==> config.mk <==
export PLATFORM = sky130hd
export DESIGN_NAME = lsq_top
export DESIGN_NICKNAME = d
export VERILOG_FILES = /design/src/source/lsq_pkg.sv /design/src/source/lsq_alloc_if.sv /design/src/source/lsq_head_if.sv /design/src/source/lsq_dispatch.sv /design/src/source/lsq_entry_buffer.sv /design/src/source/lsq_mem_issue.sv /design/src/source/lsq_top.sv
export VERILOG_INCLUDE_DIRS = /design/src /design/src/include
export SDC_FILE = /design/constraint.sdc
export NUM_CORES = 1
export LEC_CHECK = 0
export BUFFER_PORTS_ARGS = -buffer_cell sky130_fd_sc_hd__buf_4
export CORE_ASPECT_RATIO = 0.8
export CORE_MARGIN = 2
export CORE_UTILIZATION = 40
export DETAILED_ROUTE_END_ITERATION = 10
export GPL_TIMING_DRIVEN = 0
export PLACE_DENSITY = 0.57
export RECOVER_POWER = 25
export SLEW_MARGIN = 20
export SYNTH_ARGS = -nofsm -noshare
export SYNTH_HDL_FRONTEND = slang
export SYNTH_HIERARCHICAL = 1
export SYNTH_SLANG_ARGS = --single-unit
export TNS_END_PERCENT = 30
==> constraint.sdc <==
create_clock -name clk -period 5.4 [get_ports clk]
set_input_delay 1.08 -clock clk [delete_from_list [all_inputs] [get_ports clk]]
set_output_delay 1.08 -clock clk [all_outputs]
set_load 0.02 [all_outputs]
==> src/include/lsq_settings.svh <==
`ifndef LSQ_SETTINGS_SVH
`define LSQ_SETTINGS_SVH

// Queue geometry
`define LSQ_DEPTH 8
`define LSQ_PTR_W 3

// Datapath widths
`define LSQ_DATA_W 32
`define LSQ_TAG_W 3
`define LSQ_PREG_W 6

// Tag value for an operand that is already present
`define LSQ_TAG_READY 0

`endif

==> src/source/lsq_pkg.sv <==
`default_nettype none

`include "lsq_settings.svh"

package lsq_pkg;

   // Address or data word
   typedef logic [`LSQ_DATA_W-1:0] data_t;

   // Producer tag on the result bus
   typedef logic [`LSQ_TAG_W-1:0] tag_t;

   // Physical destination register of a load
   typedef logic [`LSQ_PREG_W-1:0] preg_t;

   // Wrap pointer, top bit marks the lap
   typedef logic [`LSQ_PTR_W:0] lsq_ptr_t;

   // Occupancy, 0 up to LSQ_DEPTH
   typedef logic [`LSQ_PTR_W:0] lsq_count_t;

   // 0 byte, 1 halfword, 2 word
   typedef logic [1:0] mem_size_t;

   // One bit per byte lane
   typedef logic [3:0] byte_en_t;

   typedef enum logic [1:0] {
      ISSUE_IDLE,
      ISSUE_WAIT_RESP,
      ISSUE_DONE
   } issue_state_e;

endpackage

`default_nettype wire

==> src/source/lsq_alloc_if.sv <==
`timescale 1ns/100ps
`default_nettype none

interface lsq_alloc_if;
   import lsq_pkg::*;

   logic      alloc_valid;
   logic      is_store;
   preg_t     phys_reg;
   mem_size_t size;

   // Operands, resolved at allocation or left for the snoop
   logic      addr_valid;
   data_t     address;
   logic      data_valid;
   data_t     data;
   tag_t      addr_tag;
   tag_t      data_tag;

   logic      full;

   modport dispatch (
      output alloc_valid, is_store, phys_reg, size,
      output addr_valid, address, data_valid, data, addr_tag, data_tag,
      input  full
   );

   modport buffer (
      input  alloc_valid, is_store, phys_reg, size,
      input  addr_valid, address, data_valid, data, addr_tag, data_tag,
      output full
   );

endinterface

`default_nettype wire

==> src/source/lsq_head_if.sv <==
`timescale 1ns/100ps
`default_nettype none

interface lsq_head_if;
   import lsq_pkg::*;

   // Head exists and all of its operands are present
   logic      head_ready;

   // Head entry contents
   logic      is_store;
   data_t     address;
   data_t     data;
   mem_size_t size;
   preg_t     phys_reg;

   // Pulse that frees the head entry
   logic      retire;

   modport buffer (
      output head_ready,
      output is_store, address, data, size, phys_reg,
      input  retire
   );

   modport issue (
      input  head_ready,
      input  is_store, address, data, size, phys_reg,
      output retire
   );

endinterface

`default_nettype wire

==> src/source/lsq_dispatch.sv <==
`timescale 1ns/100ps
`default_nettype none

`include "lsq_settings.svh"

module lsq_dispatch (
   // Allocation request from issue
   input  wire logic              alloc_valid_i,
   input  wire logic              alloc_is_store_i,
   input  wire lsq_pkg::preg_t    alloc_phys_reg_i,
   input  wire lsq_pkg::tag_t     alloc_addr_tag_i,
   input  wire lsq_pkg::data_t    alloc_data_i,
   input  wire lsq_pkg::tag_t     alloc_data_tag_i,
   input  wire lsq_pkg::mem_size_t alloc_size_i,

   // Result bus
   input  wire logic              cdb_valid_i,
   input  wire lsq_pkg::tag_t     cdb_tag_i,
   input  wire lsq_pkg::data_t    cdb_data_i,

   lsq_alloc_if.dispatch          alloc
);
   import lsq_pkg::*;

   logic addr_hit;
   logic data_hit;
   logic data_ready;

   // Same-cycle bus hits, so a result sent during allocation is kept
   assign addr_hit   = cdb_valid_i && (alloc_addr_tag_i == cdb_tag_i);
   assign data_hit   = cdb_valid_i && (alloc_data_tag_i == cdb_tag_i);
   assign data_ready = (alloc_data_tag_i == tag_t'(`LSQ_TAG_READY));

   assign alloc.alloc_valid = alloc_valid_i && !alloc.full;
   assign alloc.is_store    = alloc_is_store_i;
   assign alloc.phys_reg    = alloc_phys_reg_i;
   assign alloc.size        = alloc_size_i;
   assign alloc.addr_tag    = alloc_addr_tag_i;
   assign alloc.data_tag    = alloc_data_tag_i;

   // Addresses always come from a producer
   assign alloc.addr_valid  = addr_hit;
   assign alloc.address     = cdb_data_i;

   always_comb begin
      alloc.data_valid = 1'b0;
      alloc.data       = cdb_data_i;
      if (!alloc_is_store_i) begin
         // Loads carry no store datum
         alloc.data_valid = 1'b1;
      end else if (data_ready) begin
         alloc.data_valid = 1'b1;
         alloc.data       = alloc_data_i;
      end else if (data_hit) begin
         alloc.data_valid = 1'b1;
      end
   end

endmodule

`default_nettype wire

==> src/source/lsq_entry_buffer.sv <==
`timescale 1ns/100ps
`default_nettype none

`include "lsq_settings.svh"

module lsq_entry_buffer (
   input  wire logic              clk,
   input  wire logic              rst_n,

   lsq_alloc_if.buffer            alloc,

   // Result bus
   input  wire logic              cdb_valid_i,
   input  wire lsq_pkg::tag_t     cdb_tag_i,
   input  wire lsq_pkg::data_t    cdb_data_i,

   lsq_head_if.buffer             head,

   output lsq_pkg::lsq_count_t    count_o,
   output logic                   full_o,
   output logic                   empty_o
);
   import lsq_pkg::*;

   // ============================================================
   // Entry storage
   // ============================================================

   logic      valid_q      [`LSQ_DEPTH];
   logic      addr_valid_q [`LSQ_DEPTH];
   logic      data_valid_q [`LSQ_DEPTH];

   logic      is_store_q   [`LSQ_DEPTH];
   preg_t     phys_reg_q   [`LSQ_DEPTH];
   mem_size_t size_q       [`LSQ_DEPTH];
   data_t     address_q    [`LSQ_DEPTH];
   data_t     data_q       [`LSQ_DEPTH];
   tag_t      addr_tag_q   [`LSQ_DEPTH];
   tag_t      data_tag_q   [`LSQ_DEPTH];

   lsq_ptr_t  head_ptr;
   lsq_ptr_t  tail_ptr;

   logic [`LSQ_PTR_W-1:0] head_idx;
   logic [`LSQ_PTR_W-1:0] tail_idx;

   logic addr_hit [`LSQ_DEPTH];
   logic data_hit [`LSQ_DEPTH];

   assign head_idx = head_ptr[`LSQ_PTR_W-1:0];
   assign tail_idx = tail_ptr[`LSQ_PTR_W-1:0];

   assign count_o    = lsq_count_t'(tail_ptr - head_ptr);
   assign full_o     = (count_o == lsq_count_t'(`LSQ_DEPTH));
   assign empty_o    = (count_o == '0);
   assign alloc.full = full_o;

   // Snoop matches for stored entries still waiting on an operand
   always_comb begin
      for (int i = 0; i < `LSQ_DEPTH; i++) begin
         addr_hit[i] = valid_q[i] && !addr_valid_q[i] && cdb_valid_i &&
                       (addr_tag_q[i] == cdb_tag_i);
         data_hit[i] = valid_q[i] && !data_valid_q[i] && cdb_valid_i &&
                       (data_tag_q[i] == cdb_tag_i);
      end
   end

   // Pointers and status bits
   always_ff @(posedge clk or negedge rst_n) begin
      if (!rst_n) begin
         head_ptr <= '0;
         tail_ptr <= '0;
         for (int i = 0; i < `LSQ_DEPTH; i++) begin
            valid_q[i]      <= 1'b0;
            addr_valid_q[i] <= 1'b0;
            data_valid_q[i] <= 1'b0;
         end
      end else begin
         for (int i = 0; i < `LSQ_DEPTH; i++) begin
            if (addr_hit[i]) begin
               addr_valid_q[i] <= 1'b1;
            end
            if (data_hit[i]) begin
               data_valid_q[i] <= 1'b1;
            end
         end
         // Tail slot is never valid, so no clash with the snoop
         if (alloc.alloc_valid) begin
            valid_q[tail_idx]      <= 1'b1;
            addr_valid_q[tail_idx] <= alloc.addr_valid;
            data_valid_q[tail_idx] <= alloc.data_valid;
            tail_ptr               <= tail_ptr + 1'b1;
         end
         if (head.retire) begin
            valid_q[head_idx] <= 1'b0;
            head_ptr          <= head_ptr + 1'b1;
         end
      end
   end

   // Entry payload
   always_ff @(posedge clk) begin
      for (int i = 0; i < `LSQ_DEPTH; i++) begin
         if (addr_hit[i]) begin
            address_q[i] <= cdb_data_i;
         end
         if (data_hit[i]) begin
            data_q[i] <= cdb_data_i;
         end
      end
      if (alloc.alloc_valid) begin
         is_store_q[tail_idx] <= alloc.is_store;
         phys_reg_q[tail_idx] <= alloc.phys_reg;
         size_q[tail_idx]     <= alloc.size;
         address_q[tail_idx]  <= alloc.address;
         data_q[tail_idx]     <= alloc.data;
         addr_tag_q[tail_idx] <= alloc.addr_tag;
         data_tag_q[tail_idx] <= alloc.data_tag;
      end
   end

   // ============================================================
   // Head entry
   // ============================================================

   assign head.head_ready = !empty_o && valid_q[head_idx] &&
                            addr_valid_q[head_idx] && data_valid_q[head_idx];
   assign head.is_store   = is_store_q[head_idx];
   assign head.address    = address_q[head_idx];
   assign head.data       = data_q[head_idx];
   assign head.size       = size_q[head_idx];
   assign head.phys_reg   = phys_reg_q[head_idx];

   // Dispatch must hold back when the queue is full
   a_no_alloc_when_full: assert property (
      @(posedge clk) disable iff (!rst_n) alloc.alloc_valid |-> !full_o
   );

   // The issue machine only retires an existing head
   a_no_retire_when_empty: assert property (
      @(posedge clk) disable iff (!rst_n) head.retire |-> !empty_o
   );

endmodule

`default_nettype wire

==> src/source/lsq_mem_issue.sv <==
`timescale 1ns/100ps
`default_nettype none

module lsq_mem_issue (
   input  wire logic              clk,
   input  wire logic              rst_n,

   lsq_head_if.issue              head,

   // Memory request
   output logic                   mem_req_valid_o,
   output logic                   mem_req_is_store_o,
   output lsq_pkg::data_t         mem_req_addr_o,
   output lsq_pkg::data_t         mem_req_data_o,
   output lsq_pkg::byte_en_t      mem_req_be_o,
   output lsq_pkg::mem_size_t     mem_req_size_o,
   input  wire logic              mem_req_ready_i,

   // Memory response
   input  wire logic              mem_resp_valid_i,
   input  wire lsq_pkg::data_t    mem_resp_data_i,

   // Load result
   output logic                   result_valid_o,
   output lsq_pkg::preg_t         result_preg_o,
   output lsq_pkg::data_t         result_data_o
);
   import lsq_pkg::*;

   issue_state_e state;
   logic         req_valid_q;
   data_t        resp_data_q;

   function automatic byte_en_t byte_enable(input logic [1:0] offset, input mem_size_t size);
      byte_en_t be;
      case (size)
         2'd0:    be = byte_en_t'(4'b0001 << offset);
         2'd1:    be = offset[1] ? 4'b1100 : 4'b0011;
         default: be = 4'b1111;
      endcase
      return be;
   endfunction

   // ============================================================
   // Issue FSM
   // ============================================================

   always_ff @(posedge clk or negedge rst_n) begin
      if (!rst_n) begin
         state       <= ISSUE_IDLE;
         req_valid_q <= 1'b0;
      end else begin
         case (state)
            ISSUE_IDLE: begin
               if (req_valid_q) begin
                  if (mem_req_ready_i) begin
                     req_valid_q <= 1'b0;
                     state       <= ISSUE_WAIT_RESP;
                  end
               end else if (head.head_ready) begin
                  req_valid_q <= 1'b1;
               end
            end
            ISSUE_WAIT_RESP: begin
               if (mem_resp_valid_i) begin
                  state <= ISSUE_DONE;
               end
            end
            // One cycle only, the head retires here
            ISSUE_DONE: state <= ISSUE_IDLE;
            default:    state <= ISSUE_IDLE;
         endcase
      end
   end

   // Load data from memory
   always_ff @(posedge clk) begin
      if (state == ISSUE_WAIT_RESP && mem_resp_valid_i) begin
         resp_data_q <= mem_resp_data_i;
      end
   end

   // Head fields hold still until retire, so the request is stable
   assign mem_req_valid_o    = req_valid_q;
   assign mem_req_is_store_o = head.is_store;
   assign mem_req_addr_o     = head.address;
   assign mem_req_data_o     = head.data;
   assign mem_req_size_o     = head.size;
   assign mem_req_be_o       = byte_enable(head.address[1:0], head.size);

   assign head.retire    = (state == ISSUE_DONE);
   assign result_valid_o = (state == ISSUE_DONE) && !head.is_store;
   assign result_preg_o  = head.phys_reg;
   assign result_data_o  = resp_data_q;

   a_req_stable: assert property (
      @(posedge clk) disable iff (!rst_n)
      mem_req_valid_o && !mem_req_ready_i |=>
         mem_req_valid_o && $stable(mem_req_is_store_o) && $stable(mem_req_addr_o) &&
         $stable(mem_req_data_o) && $stable(mem_req_be_o) && $stable(mem_req_size_o)
   );

endmodule

`default_nettype wire

==> src/source/lsq_top.sv <==
`timescale 1ns/100ps
`default_nettype none

module lsq_top (
   input  wire logic              clk,
   input  wire logic              rst_n,

   // Allocation from issue
   input  wire logic              alloc_valid_i,
   input  wire logic              alloc_is_store_i,
   input  wire lsq_pkg::preg_t    alloc_phys_reg_i,
   input  wire lsq_pkg::tag_t     alloc_addr_tag_i,
   input  wire lsq_pkg::data_t    alloc_data_i,
   input  wire lsq_pkg::tag_t     alloc_data_tag_i,
   input  wire lsq_pkg::mem_size_t alloc_size_i,
   output logic                   alloc_ready_o,

   // Result bus
   input  wire logic              cdb_valid_i,
   input  wire lsq_pkg::tag_t     cdb_tag_i,
   input  wire lsq_pkg::data_t    cdb_data_i,

   // Memory request
   output logic                   mem_req_valid_o,
   output logic                   mem_req_is_store_o,
   output lsq_pkg::data_t         mem_req_addr_o,
   output lsq_pkg::data_t         mem_req_data_o,
   output lsq_pkg::byte_en_t      mem_req_be_o,
   output lsq_pkg::mem_size_t     mem_req_size_o,
   input  wire logic              mem_req_ready_i,

   // Memory response
   input  wire logic              mem_resp_valid_i,
   input  wire lsq_pkg::data_t    mem_resp_data_i,

   // Load result
   output logic                   result_valid_o,
   output lsq_pkg::preg_t         result_preg_o,
   output lsq_pkg::data_t         result_data_o,

   // Status
   output lsq_pkg::lsq_count_t    lsq_count_o,
   output logic                   lsq_full_o,
   output logic                   lsq_empty_o
);

   lsq_alloc_if alloc_bus ();
   lsq_head_if  head_bus ();

   assign alloc_ready_o = !lsq_full_o;

   lsq_dispatch lsq_dispatch_inst (
      .alloc_valid_i    (alloc_valid_i),
      .alloc_is_store_i (alloc_is_store_i),
      .alloc_phys_reg_i (alloc_phys_reg_i),
      .alloc_addr_tag_i (alloc_addr_tag_i),
      .alloc_data_i     (alloc_data_i),
      .alloc_data_tag_i (alloc_data_tag_i),
      .alloc_size_i     (alloc_size_i),
      .cdb_valid_i      (cdb_valid_i),
      .cdb_tag_i        (cdb_tag_i),
      .cdb_data_i       (cdb_data_i),
      .alloc            (alloc_bus.dispatch)
   );

   lsq_entry_buffer lsq_entry_buffer_inst (
      .clk         (clk),
      .rst_n       (rst_n),
      .alloc       (alloc_bus.buffer),
      .cdb_valid_i (cdb_valid_i),
      .cdb_tag_i   (cdb_tag_i),
      .cdb_data_i  (cdb_data_i),
      .head        (head_bus.buffer),
      .count_o     (lsq_count_o),
      .full_o      (lsq_full_o),
      .empty_o     (lsq_empty_o)
   );

   lsq_mem_issue lsq_mem_issue_inst (
      .clk                (clk),
      .rst_n              (rst_n),
      .head               (head_bus.issue),
      .mem_req_valid_o    (mem_req_valid_o),
      .mem_req_is_store_o (mem_req_is_store_o),
      .mem_req_addr_o     (mem_req_addr_o),
      .mem_req_data_o     (mem_req_data_o),
      .mem_req_be_o       (mem_req_be_o),
      .mem_req_size_o     (mem_req_size_o),
      .mem_req_ready_i    (mem_req_ready_i),
      .mem_resp_valid_i   (mem_resp_valid_i),
      .mem_resp_data_i    (mem_resp_data_i),
      .result_valid_o     (result_valid_o),
      .result_preg_o      (result_preg_o),
      .result_data_o      (result_data_o)
   );

endmodule

`default_nettype wire

# == Word-level counts from Yosys, hierarchy flattened ==
# Memory sizes are Yosys's and may differ from the RTL's.
# Index checks and enable logic that the tools add are counted.
# word_totals
reg_bits,67
ram_bits,632
out_inout_bits,118
wordCells,239
n_memories,7
# op_classes
addsub,3
order_cmp,4
eq_ne,25
n_shift,1
mux,83
bitwise_logic,5
n_reduce_logical,82
# memory_table
name,words,word_bits,read_ports,rd_ports_with_merged_regs,write_ports,line_no,source
lsq_entry_buffer_inst.address_q,8,32,1,0,9,lsq_entry_buffer.sv:36,data_t address_q [`LSQ_DEPTH];
lsq_entry_buffer_inst.data_q,8,32,1,0,9,lsq_entry_buffer.sv:37,data_t data_q [`LSQ_DEPTH];
lsq_entry_buffer_inst.phys_reg_q,8,6,1,0,1,lsq_entry_buffer.sv:34,preg_t phys_reg_q [`LSQ_DEPTH];
lsq_entry_buffer_inst.addr_tag_q,8,3,8,0,1,lsq_entry_buffer.sv:38,tag_t addr_tag_q [`LSQ_DEPTH];
lsq_entry_buffer_inst.data_tag_q,8,3,8,0,1,lsq_entry_buffer.sv:39,tag_t data_tag_q [`LSQ_DEPTH];
lsq_entry_buffer_inst.size_q,8,2,1,0,1,lsq_entry_buffer.sv:35,mem_size_t size_q [`LSQ_DEPTH];
+1 memories,-,-,-,-,-,-,
# op_table
operator,count
1-bit 2-to-1 mux,64
32-bit 2-to-1 mux,2
1-bit logical AND,58
3-bit == test,18
8-bit 2-to-1 mux,4
1-bit logical NOT,19
8-bit bitwise mux,2
1-bit binary-select mux with 3-bit select,3
4-bit by 1-bit adder with 4-bit output (second input constant),2
8-bit AND,1
4-bit >= comparator (second input constant),2
4-bit by 1-bit < comparator with 1-bit output (second input constant),2
3-bit inverter with 4-bit output,2
8-bit inverter,1
8-bit OR,1
4-bit one-hot mux with 2 select lines,1
1-bit demux with 3-bit select,2
2-bit 2-to-1 mux,3
2-bit by 1-bit == test with 1-bit output (second input constant),2
4-bit == test (second input constant),1
2-bit logical NOT,2
4-bit logical NOT,1
4-bit 2-to-1 mux,1
2-bit inequality test (second input constant),2
other kinds (7),7

# == Logic depth before layout (Yosys ltp) ==
# Gate-level depths: netlist of the first run.
# logic_depth
word_depth,9
ltp_mapped,18

# == Cells and area by module ==
# The synthesis of the first run kept the hierarchy.
# modules_own_cells
mod,n_inst,cells_each,area_per_inst_um2,seq_area_each_um2
lsq_entry_buffer,1,2745,31318.8,19779.0
lsq_mem_issue,1,125,1704.1,1036.0
lsq_dispatch,1,93,855.8,0.0
lsq_top,1,1,3.8,0.0

# == Worst setup path after synthesis of the first run ==
# No wires, ideal clock.
# synth_path
path_type,register to register
start,register lsq_entry_buffer_inst.head_ptr[2]
end,"memory lsq_entry_buffer_inst/address_q[4][0] (netlist bit), enable pin"
setup_time_ns,0.427
t_arrival_ns,4.023
t_required_ns,4.973
slack_ns,0.950
path_stages_with_launch,15
period_less_slack_ns,4.450
path_cell_list,dfrtp_1 > clkbuf_1 > inv_1 > clkbuf_1 > clkbuf_1 > ha_1 > xor2_1 > or3_1 > a21oi_1 > nor2b_1 > buf_2 > nor2b_1 > clkbuf_1 > nand2_1 > o21ai_1
# synth_lines
element,line_no,source
"start, declared",lsq_entry_buffer.sv:41,lsq_ptr_t head_ptr;
"start signal, assigned",lsq_entry_buffer.sv:96,head_ptr <= head_ptr + 1'b1;
"end, declared",lsq_entry_buffer.sv:36,

==> results of run 1 <==
-- placed cells by master, fill, tap and decap left out, types with 15 or more instances in the layout --
cell                        Yosys  final
sky130_fd_sc_hd__buf_1         28     25
sky130_fd_sc_hd__buf_16         0     30
sky130_fd_sc_hd__buf_2         97     89
sky130_fd_sc_hd__buf_4        157    230
sky130_fd_sc_hd__clkbuf_1      76    205
sky130_fd_sc_hd__clkbuf_16      0     77
sky130_fd_sc_hd__clkbuf_4       0     52
sky130_fd_sc_hd__clkinv_2       0     17
sky130_fd_sc_hd__dfrtp_1       35     35
sky130_fd_sc_hd__edfxtp_1     664    664
sky130_fd_sc_hd__mux2_2        31     31
sky130_fd_sc_hd__mux4_2       146    146
sky130_fd_sc_hd__nand2_1     1519   1518
sky130_fd_sc_hd__o22a_1        16     16
sky130_fd_sc_hd__or4_1         15     15
sky130_fd_sc_hd__xor2_1        52     52
-- power groups by stage --
stage	combinational, uW	sequential, uW	clock (uW)
after floorplan	5430	7730	0
after global placement	8740	7860	0
after detailed placement	9470	7810	0
after CTS	9510	7700	5020
after global routing	9740	7780	5230
final	9160	7710	4960
-- layout make-up --
type | instances | area (um2) | share of cell area [%]
plain buffers | 365 | 2110 | 5.27
clock buffers | 98 | 2050 | 5.12
clock inverters | 35 | 250 | 0.626
inverters | 17 | 67.6 | 0.169
multi-input cells | 1882 | 11000 | 27.5
flip-flops and latches | 699 | 20800 | 52.1
well taps | 1115 | 1400 | 3.49
repair buffers | 269 | 2300 | 5.76
-- critical path: stages (launching register included) --
cell and delay, ns:
sky130_fd_sc_hd__dfrtp_1 0.45, sky130_fd_sc_hd__clkbuf_1 0.40, sky130_fd_sc_hd__clkinvlp_4 0.23, sky130_fd_sc_hd__clkbuf_2 0.39, sky130_fd_sc_hd__ha_1 0.44, sky130_fd_sc_hd__o21a_1 0.12, sky130_fd_sc_hd__o21ai_0 0.41, sky130_fd_sc_hd__a21oi_1 0.17
sky130_fd_sc_hd__nor2b_1 0.23, sky130_fd_sc_hd__buf_2 0.23, sky130_fd_sc_hd__nand3_1 0.69, sky130_fd_sc_hd__o21ai_4 0.62, sky130_fd_sc_hd__buf_12 0.27, sky130_fd_sc_hd__buf_16 0.17
-- worst min-delay path by stage --
stage | end | start | cells past startpoint | slack, ns
after floorplan | lsq_mem_issue_inst/state[0] | lsq_mem_issue_inst/state[1] | 1 | 0.46
after global placement | lsq_entry_buffer_inst/tail_ptr[3] | lsq_entry_buffer_inst/tail_ptr[3] | 1 | 0.48
after detailed placement | lsq_entry_buffer_inst/tail_ptr[3] | lsq_entry_buffer_inst/tail_ptr[3] | 1 | 0.48
after CTS | lsq_entry_buffer_inst/data_valid_q[3] | rst_n | 1 | 0.40
after global routing | lsq_entry_buffer_inst/head_ptr[3] | lsq_entry_buffer_inst/head_ptr[3] | 1 | 0.50
final | lsq_entry_buffer_inst/tail_ptr[3] | lsq_entry_buffer_inst/tail_ptr[3] | 1 | 0.49
-- cell families (layout without fill, tap and decap cells) --
| logic type | after synthesis | after routing |
|---|---|---|
| compound gates | 59 | 59 |
| mux | 180 | 180 |
| simple gates | 1575 | 1575 |
| buf+inv | 383 | 784 |
| flops | 699 | 699 |
| fa+ha+maj | 6 | 6 |
| xor+xnor | 62 | 62 |
-- sequential cells by signal, summed over array words and instances (netlist names) --
register                            cells
lsq_entry_buffer_inst/phys_reg_q       48
lsq_mem_issue_inst/state                2
lsq_entry_buffer_inst/data_valid_q      8
lsq_mem_issue_inst/mem_req_valid_o      1
lsq_entry_buffer_inst/valid_q           8
lsq_entry_buffer_inst/addr_valid_q      8
lsq_entry_buffer_inst/address_q       256
lsq_mem_issue_inst/result_data_o       32
lsq_entry_buffer_inst/data_q          256
lsq_entry_buffer_inst/addr_tag_q       24
lsq_entry_buffer_inst/head_ptr          4
lsq_entry_buffer_inst/is_store_q        8
lsq_entry_buffer_inst/size_q           16
lsq_entry_buffer_inst/tail_ptr          4
lsq_entry_buffer_inst/data_tag_q       24
-- repair_timing --
item,4_1_cts,5_1_grt
buffers inserted,0,5
gates resized for setup,8,2
hold endpoints to repair,0,0
endpoints found under the setup margin,1145,852
-- through the flow --
| step | util [%] | setup WS, ns | total power (uW) | setup TNS (ns) |
|---|---|---|---|---|
| floorplan | - | 0.950 | 13200 | 0 |
| finish | 47.6 | 0.203 | 21800 | 0 |
| global placement | 44.1 | -2.66 | 16600 | -1059.37 |
| global route | 47.6 | 0.0199 | 22800 | 0 |
| CTS | 48.1 | -0.0940 | 22200 | -3.55 |
| detailed placement | 45.4 | -0.708 | 17300 | -487.19 |
-- per-layer routing --
metal  vias to the layer above  part of all wire (%)
met5                         -                     0
met4                         0                   2.7
li1                      10700                     -
met3                       198                    10
met1                     11700                    42
met2                      1334                    45
==> impl_metrics.yaml, run 1 <==
sta:
  grt_setup_unrepaired: "no"
  timing.clock.skew_ns: 0.0359
  drv_slew: 36
  finalWorstPathRequiredPeriod_ns: 5.20
  timing.max_slew.rel_slack_pct: -38.7
  fmax_ghz: 0.192
  finalSetupViolCount: 0
  hold_violation_count_in_the_final_report: 0
  final_period_util_pct: 96.2
  worst_slew_pin_slew_ns: 2.08
  hold-worst-slack_ns: 0.491
finish:
  postLayoutCellArea_mm2: 0.0400
  fill_cells: 7685
  final-instance-count-excl-fill: 4480
  drive_above_1_share_pct: 21.8
  fin_nets: 3434
  antennaDiodeCount: 0
  area_delta_synth_final_pct: 17.9
global_routing:
  grt_pass1_wl_mm: 158
  grt_pass1_vias: 22800
  grt_max_degree: 36
  global_route.peak_usage_layer: "met2"
  globalRouteTotalUtil_pct: 25.5
  global_route.usage.met3_pct: 5.09
  met1_usage_pct: 36.3
  number_of_antenna_violations_at_the_first_check_in_global_routing: 0
  gr-total-overflow: 0
  grtUsageMet2_pct: 39.8
run:
  maxCapViolCount: 1
floorplanning:
  chipHeight_um: 264
  placementRows: 95
  chipWidth_um: 329
  floorplan.io_pins: 238
  initial_cell_density_of_the_core_pct: 40.4
  die_area_mm2: 0.0871
  core_area_mm2: 0.0839
setup_path:
  critical_path_start: "lsq_entry_buffer_inst/head_ptr[2]"
  endpoint_kind: "flip-flop"
  timing.critical_path.from_type: "flip-flop"
  worstSetupPathType: "flip-flop to flip-flop"
  worstRegToRegCells: 13
  cp_data_arrival_time_ns: 5.52
  crit_required_ns: 5.72
  worst_r2r_startpoint: "lsq_entry_buffer_inst/head_ptr[2]"
  timing.critical_path.to: "lsq_entry_buffer_inst/data_q[3][5]"
  cp_max_fo: 13
  regToRegSetupSlack_ns: 0.20
  worst_r2r_endpoint: "lsq_entry_buffer_inst/data_q[3][5]"
pwr:
  power.combinational.fraction_pct: 42.0
  seq_power_share_pct: 35.3
  share_of_total_power_in_the_clock_network_pct: 22.7
  netSwitchingPower_uw: 8240
  sw_frac_of_total_pct: 37.7
  static_leakage_uw: 0.0157
  max_vdd_drop_v: 0.000485
  p_int_uw: 13600
  power_per_cell_area_mw_per_mm2: 546
clocking:
  cts-root-buf: "sky130_fd_sc_hd__clkbuf_16"
  clock_tree.buffer_depth: 3
  tritoncts.num_buffers: 74
  path_clk_slew_ns: 0.06
  ctsHtreeMaxLevel: 3
  cts_tree: "yes"
  clock_insertion_delay_worst_skew_ns: 0.64
  holdBufCountCts: 0
  clock_sinks: 699
synth:
  yosys.area.top_type: "sky130_fd_sc_hd__edfxtp_1"
  ys_top_cells_by_area: "sky130_fd_sc_hd__edfxtp_1 (59%), sky130_fd_sc_hd__nand2_1 (17%), sky130_fd_sc_hd__mux4_2 (9.7%), sky130_fd_sc_hd__buf_4 (3.5%), sky130_fd_sc_hd__dfrtp_1 (2.6%)"
  synthArstFlopShare_pct: 5.01
  synthesis.yosys.warnings: 6
  netlist_top_cells_count: "sky130_fd_sc_hd__nand2_1 (1,519), sky130_fd_sc_hd__edfxtp_1 (664), sky130_fd_sc_hd__buf_4 (157)"
  synth_mux_area_share_pct: 10.8
  post_synth_edffs: 664
  mappedNetlistArea_mm2: 0.0339
  synth_adder_area_share_pct: 0.244
  post_synth_and_or_nand_nor_area_fraction_pct: 18.0
  synthesis.instances: 2964
  synth_top_family_by_area: "simple AND/OR/NAND/NOR gates"
  synth_compound_gate_area_share_pct: 1.35
  synth_cell_types: 52
  yosysSeqAreaShare_pct: 61.4
  postSynthRegisterBits: 699
  mappedNetlistNets: 3090
  yosys.cell_count.top_type: "sky130_fd_sc_hd__nand2_1"
  synth_top_area_share_pct: 58.8
  top_reg_cell_synth: "sky130_fd_sc_hd__edfxtp_1"
  synth_xor_area_share_pct: 1.60
  syn-mean-instance-area_um2: 11.4
routing:
  drtPass1Iterations: 6
  route.antenna.remaining_nets: 0
  drcViolationCount: 0
  drt-vias-per-instance: 5.32
  dr.first_iter.drc_count: 2875
  finalWirelength_mm: 111
  wl_per_cell_um: 24.8
  via_count: 23800
run_status:
  run_status: "complete, but fails checks"
  failed_checks: "max-capacitance violations, max-slew violations"
place:
  placement.io_buffers: 229
  dpl.hpwl_mm: 76.3
  dpl_cell_area_mm2: 0.0381
  gp_congestion: 0.829
  number_of_placed_cells_counting_well_taps: 4343
hold_path:
  hold_path_class: "flip-flop to flip-flop"
(Power assumes the default switching activity.)
==> inputs of run 2 (changes only) <==
--- a/config.mk
+++ b/config.mk
@@ -10,6 +10,7 @@
 export CORE_ASPECT_RATIO = 0.8
 export CORE_MARGIN = 2
 export CORE_UTILIZATION = 40
+export CTS_BUF_LIST = sky130_fd_sc_hd__clkbuf_8
 export DETAILED_ROUTE_END_ITERATION = 10
 export GPL_TIMING_DRIVEN = 0
 export PLACE_DENSITY = 0.57
==> impl_metrics.yaml, run 2 (same netlist as run 1, synthesis figures left out) <==
setup_path:
  crit_required_ns: 5.85
  crit_path_top_delay_cell: "sky130_fd_sc_hd__nand3_1"
  critical-path-top-delay-family: "buffers and inverters"
  critical_path.cell_chain: "clkbuf_1, clkinvlp_4, clkbuf_2, ha_1, o21a_1, o21ai_0, a21oi_1, nor2b_1, buf_2, nand3_1, o21ai_4, buf_12, buf_16"
  cp_max_fo: 13
  cp_data_arrival_time_ns: 5.67
  worstSetupPathType: "flip-flop to flip-flop"
  endpoint_kind: "flip-flop"
  timing.critical_path.from_type: "flip-flop"
  crit_path_max_incr_delay_ns: 0.71
  cp_num_buf_inv: 6
floorplanning:
  die_area_mm2: 0.0871
  chipWidth_um: 329
  core_area_mm2: 0.0839
  initial_cell_density_of_the_core_pct: 40.4
  floorplan.io_pins: 238
  placementRows: 95
  chipHeight_um: 264
sta:
  grt_setup_unrepaired: "no"
  final_period_util_pct: 96.7
  finalSetupViolCount: 0
  worst_slew_pin_slew_ns: 2.05
  timing.clock.skew_ns: 0.0346
  fmax_ghz: 0.191
  setup_total_negative_slack_ns: 0
  hold_violation_count_in_the_final_report: 0
  setup_ws_ns: 0.176
  drv_slew: 36
  finalWorstPathRequiredPeriod_ns: 5.22
  timing.max_slew.rel_slack_pct: -37.0
routing:
  m1WireLength_mm: 46.1
  wl_met2_mm: 50.4
  via_count: 24100
  drt-vias-per-instance: 5.29
  dr.first_iter.drc_count: 2672
  drtPass1Iterations: 6
  route.antenna.remaining_nets: 0
  wl_per_cell_um: 24.5
  drcViolationCount: 0
  topRoutingLayerUsed: "met4"
  finalWirelength_mm: 111
  dr_wl_met3_mm: 12.4
finish:
  fill_cells: 7755
  most_common_cell_after_layout_fill_and_taps_aside: "sky130_fd_sc_hd__nand2_1"
  final-instance-count-excl-fill: 4549
  drive_above_1_share_pct: 22.7
  fin_nets: 3473
  area_delta_synth_final_pct: 17.3
  layout_common_cells: "sky130_fd_sc_hd__nand2_1 (1,518), sky130_fd_sc_hd__edfxtp_1 (664), sky130_fd_sc_hd__buf_4 (253)"
  biggest_regs: "lsq_entry_buffer_inst/address_q x256, lsq_entry_buffer_inst/data_q x256, lsq_entry_buffer_inst/phys_reg_q x48"
  antennaDiodeCount: 0
global_routing:
  grt_pass1_wl_mm: 159
  grt_pass1_vias: 23100
  grt_max_degree: 36
  gr-total-overflow: 0
  globalRouteTotalUtil_pct: 25.6
  number_of_antenna_violations_at_the_first_check_in_global_routing: 0
pwr:
  power_per_cell_area_mw_per_mm2: 535
  share_of_total_power_in_the_clock_network_pct: 20.2
  netSwitchingPower_uw: 8290
  sw_frac_of_total_pct: 39.0
  max_vdd_drop_v: 0.000433
  static_leakage_uw: 0.0158
  power.combinational.fraction_pct: 43.5
  seq_power_share_pct: 36.3
  p_int_uw: 13000
run_status:
  run_status: "complete, but fails checks"
  failed_checks: "max-capacitance violations, max-slew violations"
place:
  pre_cts_ws_ns: -0.708
  dpl.hpwl_mm: 76.3
  number_of_placed_cells_counting_well_taps: 4343
  placement.io_buffers: 229
  gp_congestion: 0.829
clocking:
  ctsHtreeMaxLevel: 3
  clock_tree.buffer_depth: 3
  path_clk_slew_ns: 0.06
  holdBufCountCts: 0
  cts_tree: "yes"
  tritoncts.num_buffers: 113
  clock_sinks: 699
  cts-root-buf: "sky130_fd_sc_hd__clkbuf_8"
  clock_insertion_delay_worst_skew_ns: 0.75
hold_path:
  hold_path_class: "flip-flop to flip-flop"
run:
  maxCapViolCount: 1
run 2: changes by cell type in the layout (fill, tap and decap cells not counted), moves of 3 or more:
cell                         delta
sky130_fd_sc_hd__clkbuf_4       -9
sky130_fd_sc_hd__clkinvlp_4     +4
sky130_fd_sc_hd__inv_1         +30
sky130_fd_sc_hd__clkinv_2       -3
sky130_fd_sc_hd__clkbuf_16     -77
sky130_fd_sc_hd__clkbuf_1      -28
sky130_fd_sc_hd__buf_4         +23
sky130_fd_sc_hd__clkbuf_8     +114
sky130_fd_sc_hd__clkinv_1      +20
run 2: metrics by stage:
step	hold slack (ns)	total power, uW	util, %	instance area, um2
finish	0.489	21300	47.4	39700
detailed placement	0.481	17300	45.4	38100
global placement	0.479	16600	44.1	37000
floorplan	0.459	13200	-	33900
global route	0.470	22200	47.4	39700
CTS	0.255	21600	47.8	40100
run 2: final timing paths:
kind                                              startpoint                                     to  slack (ns)  cells past startpoint
max                        lsq_entry_buffer_inst/head_ptr[2]     lsq_entry_buffer_inst/data_q[3][8]        0.18                     13
min                        lsq_entry_buffer_inst/tail_ptr[3]      lsq_entry_buffer_inst/tail_ptr[3]        0.49                      1
max reg2reg                lsq_entry_buffer_inst/head_ptr[2]     lsq_entry_buffer_inst/data_q[3][8]        0.18                     13
min reg2reg                lsq_entry_buffer_inst/tail_ptr[3]      lsq_entry_buffer_inst/tail_ptr[3]        0.49                      1
max in group asynchronous                              rst_n     lsq_mem_issue_inst/mem_req_valid_o        3.29                      1
min in group asynchronous                              rst_n  lsq_entry_buffer_inst/data_valid_q[3]        0.90                      1
run 2: area by class of cell:
class | count | area, um2 | area share (%)
multi-input cells | 1882 | 11000 | 27.6
repair buffers | 269 | 2350 | 5.91
clock buffers | 118 | 1620 | 4.09
flip-flops and latches | 699 | 20800 | 52.4
inverters | 17 | 67.6 | 0.170
plain buffers | 365 | 2110 | 5.30
well taps | 1115 | 1400 | 3.51
clock inverters | 84 | 419 | 1.05
run 2: worst register-to-register path: stages, from the launching register on:
cell and delay (ns):
sky130_fd_sc_hd__dfrtp_1 0.45, sky130_fd_sc_hd__clkbuf_1 0.40, sky130_fd_sc_hd__clkinvlp_4 0.24, sky130_fd_sc_hd__clkbuf_2 0.38, sky130_fd_sc_hd__ha_1 0.44, sky130_fd_sc_hd__o21a_1 0.12, sky130_fd_sc_hd__o21ai_0 0.44, sky130_fd_sc_hd__a21oi_1 0.18
sky130_fd_sc_hd__nor2b_1 0.23, sky130_fd_sc_hd__buf_2 0.23, sky130_fd_sc_hd__nand3_1 0.71, sky130_fd_sc_hd__o21ai_4 0.64, sky130_fd_sc_hd__buf_12 0.27, sky130_fd_sc_hd__buf_16 0.19
run 2: repair_timing:
action | 4_1_cts | 5_1_grt
setup buffers | 0 | 5
resized for setup | 8 | 2
setup endpoints to repair | 1146 | 839
run 2: power by group through the flow:
stage          clock [uW]  combinational (uW)  sequential, uW
2_1_floorplan           0                5430            7730
5_1_grt              4620                9810            7780
3_3_place_gp            0                8740            7860
4_1_cts              4390                9500            7710
3_5_place_dp            0                9470            7810
6_report             4300                9240            7710
run 2: layer usage:
layer	vias to the layer above	global-route usage [%]
met4	0	6.46
met5	-	0
met1	11700	36.4
met2	1391	39.6
met3	193	5.97
li1	10800	-
==> inputs of run 3 (changes only) <==
--- a/config.mk
+++ b/config.mk
@@ -6,6 +6,7 @@
 export SDC_FILE = /design/constraint.sdc
 export NUM_CORES = 1
 export LEC_CHECK = 0
+export ABC_AREA = 1
 export BUFFER_PORTS_ARGS = -buffer_cell sky130_fd_sc_hd__buf_4
 export CORE_ASPECT_RATIO = 0.8
 export CORE_MARGIN = 2
==> impl_metrics.yaml, run 3 <==
run_status:
  run_status: "complete, but fails checks"
  failed_checks: "max-capacitance violations, max-slew violations"
global_routing:
  globalRouteTotalUtil_pct: 28.8
  gr-total-overflow: 0
  grt_pass1_wl_mm: 174
  global_route.peak_usage_layer: "met2"
  met1_usage_pct: 40.8
  grt_pass1_vias: 24800
  grtUsageMet2_pct: 41.4
  global_route.usage.met3_pct: 7.84
  number_of_antenna_violations_at_the_first_check_in_global_routing: 4
  grt_max_degree: 36
floorplanning:
  chipHeight_um: 262
  core_area_mm2: 0.0822
  placementRows: 94
  floorplan.io_pins: 238
  die_area_mm2: 0.0853
  chipWidth_um: 326
  initial_cell_density_of_the_core_pct: 40.4
synth:
  yosysSeqAreaShare_pct: 62.7
  postSynthRegisterBits: 699
  mappedNetlistNets: 3270
  yosys.area.top_type: "sky130_fd_sc_hd__edfxtp_1"
  post_synth_and_or_nand_nor_area_fraction_pct: 9.62
  synth_adder_area_share_pct: 0.249
  synth_compound_gate_area_share_pct: 18.3
  synth_cell_types: 28
  synthArstFlopShare_pct: 5.01
  synth_top_area_share_pct: 60.1
  yosys.cell_count.top_type: "sky130_fd_sc_hd__o21ai_0"
  synth_top_family_by_area: "compound AO/OA/AOI/OAI gates"
  synth_mux_area_share_pct: 0
  synthesis.yosys.warnings: 6
  mappedNetlistArea_mm2: 0.0332
  post_synth_edffs: 664
  synth_xor_area_share_pct: 1.24
  ys_top_cells_by_area: "sky130_fd_sc_hd__edfxtp_1 (60%), sky130_fd_sc_hd__o21ai_0 (12%), sky130_fd_sc_hd__o21a_1 (5.0%), sky130_fd_sc_hd__nand2_1 (5.0%), sky130_fd_sc_hd__buf_4 (2.9%)"
  synthesis.instances: 3144
  netlist_top_cells_count: "sky130_fd_sc_hd__o21ai_0 (766), sky130_fd_sc_hd__edfxtp_1 (664), sky130_fd_sc_hd__nand2_1 (438)"
  syn-mean-instance-area_um2: 10.6
  top_reg_cell_synth: "sky130_fd_sc_hd__edfxtp_1"
pwr:
  static_leakage_uw: 0.0145
  sw_frac_of_total_pct: 43.1
  netSwitchingPower_uw: 9530
  power_per_cell_area_mw_per_mm2: 579
  power.combinational.fraction_pct: 46.3
  share_of_total_power_in_the_clock_network_pct: 19.2
  max_vdd_drop_v: 0.000354
  seq_power_share_pct: 34.5
  p_int_uw: 12600
setup_path:
  cp_max_fo: 10
  crit_required_ns: 4.32
  cp_data_arrival_time_ns: 4.04
  worst_r2r_endpoint: "lsq_entry_buffer_inst/address_q[7][21]"
  worstRegToRegCells: 12
  crit_path_max_incr_delay_ns: 0.89
  worstSetupPathType: "flip-flop to output port"
  endpoint_kind: "output port"
  crit_path_top_delay_cell: "sky130_fd_sc_hd__clkbuf_1"
  regToRegSetupSlack_ns: 0.83
  timing.critical_path.from_type: "flip-flop"
  critical_path_start: "lsq_entry_buffer_inst/head_ptr[0]"
  worst_r2r_startpoint: "lsq_entry_buffer_inst/head_ptr[0]"
  critical_path.cell_chain: "inv_2, clkbuf_1, clkbuf_1, o21ai_0, nand4_1, buf_4, buf_4"
routing:
  route.antenna.remaining_nets: 0
  dr.first_iter.drc_count: 3896
  via_count: 26700
  wl_per_cell_um: 26.8
  drcViolationCount: 0
  drtPass1Iterations: 6
  drt-vias-per-instance: 5.70
  finalWirelength_mm: 126
clocking:
  ctsHtreeMaxLevel: 3
  cts-root-buf: "sky130_fd_sc_hd__clkbuf_8"
  number_of_setup_buffers_added_after_cts: 0
  cts_tree: "yes"
  clock_tree.buffer_depth: 3
  path_clk_slew_ns: 0.06
  tritoncts.num_buffers: 113
  cts_resized: 0
  clock_insertion_delay_worst_skew_ns: 0.80
  clock_sinks: 699
  holdBufCountCts: 0
finish:
  layout_common_cells: "sky130_fd_sc_hd__o21ai_0 (766), sky130_fd_sc_hd__edfxtp_1 (664), sky130_fd_sc_hd__nand2_1 (422)"
  most_common_cell_after_layout_fill_and_taps_aside: "sky130_fd_sc_hd__o21ai_0"
  fin_nets: 3616
  biggest_regs: "lsq_entry_buffer_inst/address_q x256, lsq_entry_buffer_inst/data_q x256, lsq_entry_buffer_inst/phys_reg_q x48"
  area_delta_synth_final_pct: 15.1
  final-instance-count-excl-fill: 4689
  drive_above_1_share_pct: 14.9
sta:
  finalSetupViolCount: 0
  grt_setup_unrepaired: "no"
  finalWorstPathRequiredPeriod_ns: 5.12
  timing.clock.skew_ns: 0.0543
  drv_slew: 56
  hold_violation_count_in_the_final_report: 0
  timing.max_slew.rel_slack_pct: -41.2
  fmax_ghz: 0.195
  final_period_util_pct: 94.8
  setup_total_negative_slack_ns: 0
  setup_ws_ns: 0.279
  worst_slew_pin_slew_ns: 2.12
place:
  dpl.hpwl_mm: 83.7
  number_of_placed_cells_counting_well_taps: 4479
  placement.io_buffers: 229
  pre_cts_ws_ns: 1.16
  gp_congestion: 0.928
hold_path:
  min_to: "lsq_entry_buffer_inst/tail_ptr[3]"
  hold_path.startpoint: "lsq_entry_buffer_inst/tail_ptr[3]"
  hold_path_class: "flip-flop to flip-flop"
  timing.hold.worst_path_depth: 1
run:
  maxCapViolCount: 2
run 3: layer usage:
metal  wire length [um]  vias up
li1                   -    11700
met1              52400    12800
met2              52200     1799
met3              15400      373
met4               5730        2
met5                 53        -
run 3: critical path, delay by kind of cell (launching register included):
kind | cells | cell delay, ns
buffers and inverters | 5 | 2.12
AO/OA/AOI/OAI | 1 | 0.41
AND/OR/NAND/NOR | 1 | 0.20
flip-flops | 1 | 0.53
run 3: layout make-up:
class	instances	area (um2)
fillers	7823	44000
well taps	1104	1380
multi-input cells	1909	9880
inverters	182	683
clock inverters	90	422
clock buffers	115	1580
diodes	5	12.5
flip-flops and latches	699	20800
plain buffers	354	1860
repair buffers	231	1570
run 3: power groups by stage:
stage / Sequential, uW / Combinational (uW) / Clock, uW
final: 7650 / 10200 / 4240
after global routing: 7710 / 10800 / 4520
after CTS: 7630 / 10100 / 4300
after detailed placement: 7740 / 10100 / 0
after global placement: 7770 / 9970 / 0
after floorplan: 7690 / 5660 / 0
run 3: kinds of logic after synthesis:
kind of cell	Yosys count
AOI/OAI and AO/OA	1079
xor gates and xnor gates	47
adders and majority gates	6
buffers and inverters	536
DFF	699
and+or+nand+nor	777
run 3: metrics by stage:
stage	util [%]	hold slack [ns]	area, um2	power (uW)
2_1_floorplan	-	0.462	33200	13400
3_3_place_gp	44.1	0.475	36300	17700
3_5_place_dp	44.4	0.481	36500	17800
4_1_cts	46.8	0.227	38500	22000
5_1_grt	46.5	0.469	38200	23000
6_report	46.5	0.482	38200	22100
run 3: worst max path at each step:
stage / to / slack (ns) / depth (start not counted)
3_3_place_gp: lsq_entry_buffer_inst/data_q[7][17] / -0.97 / 12
2_1_floorplan: lsq_entry_buffer_inst/address_q[7][0] / 1.52 / 13
4_1_cts: mem_req_be_o[0] / 0.40 / 8
3_5_place_dp: lsq_entry_buffer_inst/data_q[7][17] / 1.16 / 12
5_1_grt: mem_req_be_o[0] / 0.17 / 8
6_report: mem_req_data_o[6] / 0.28 / 7
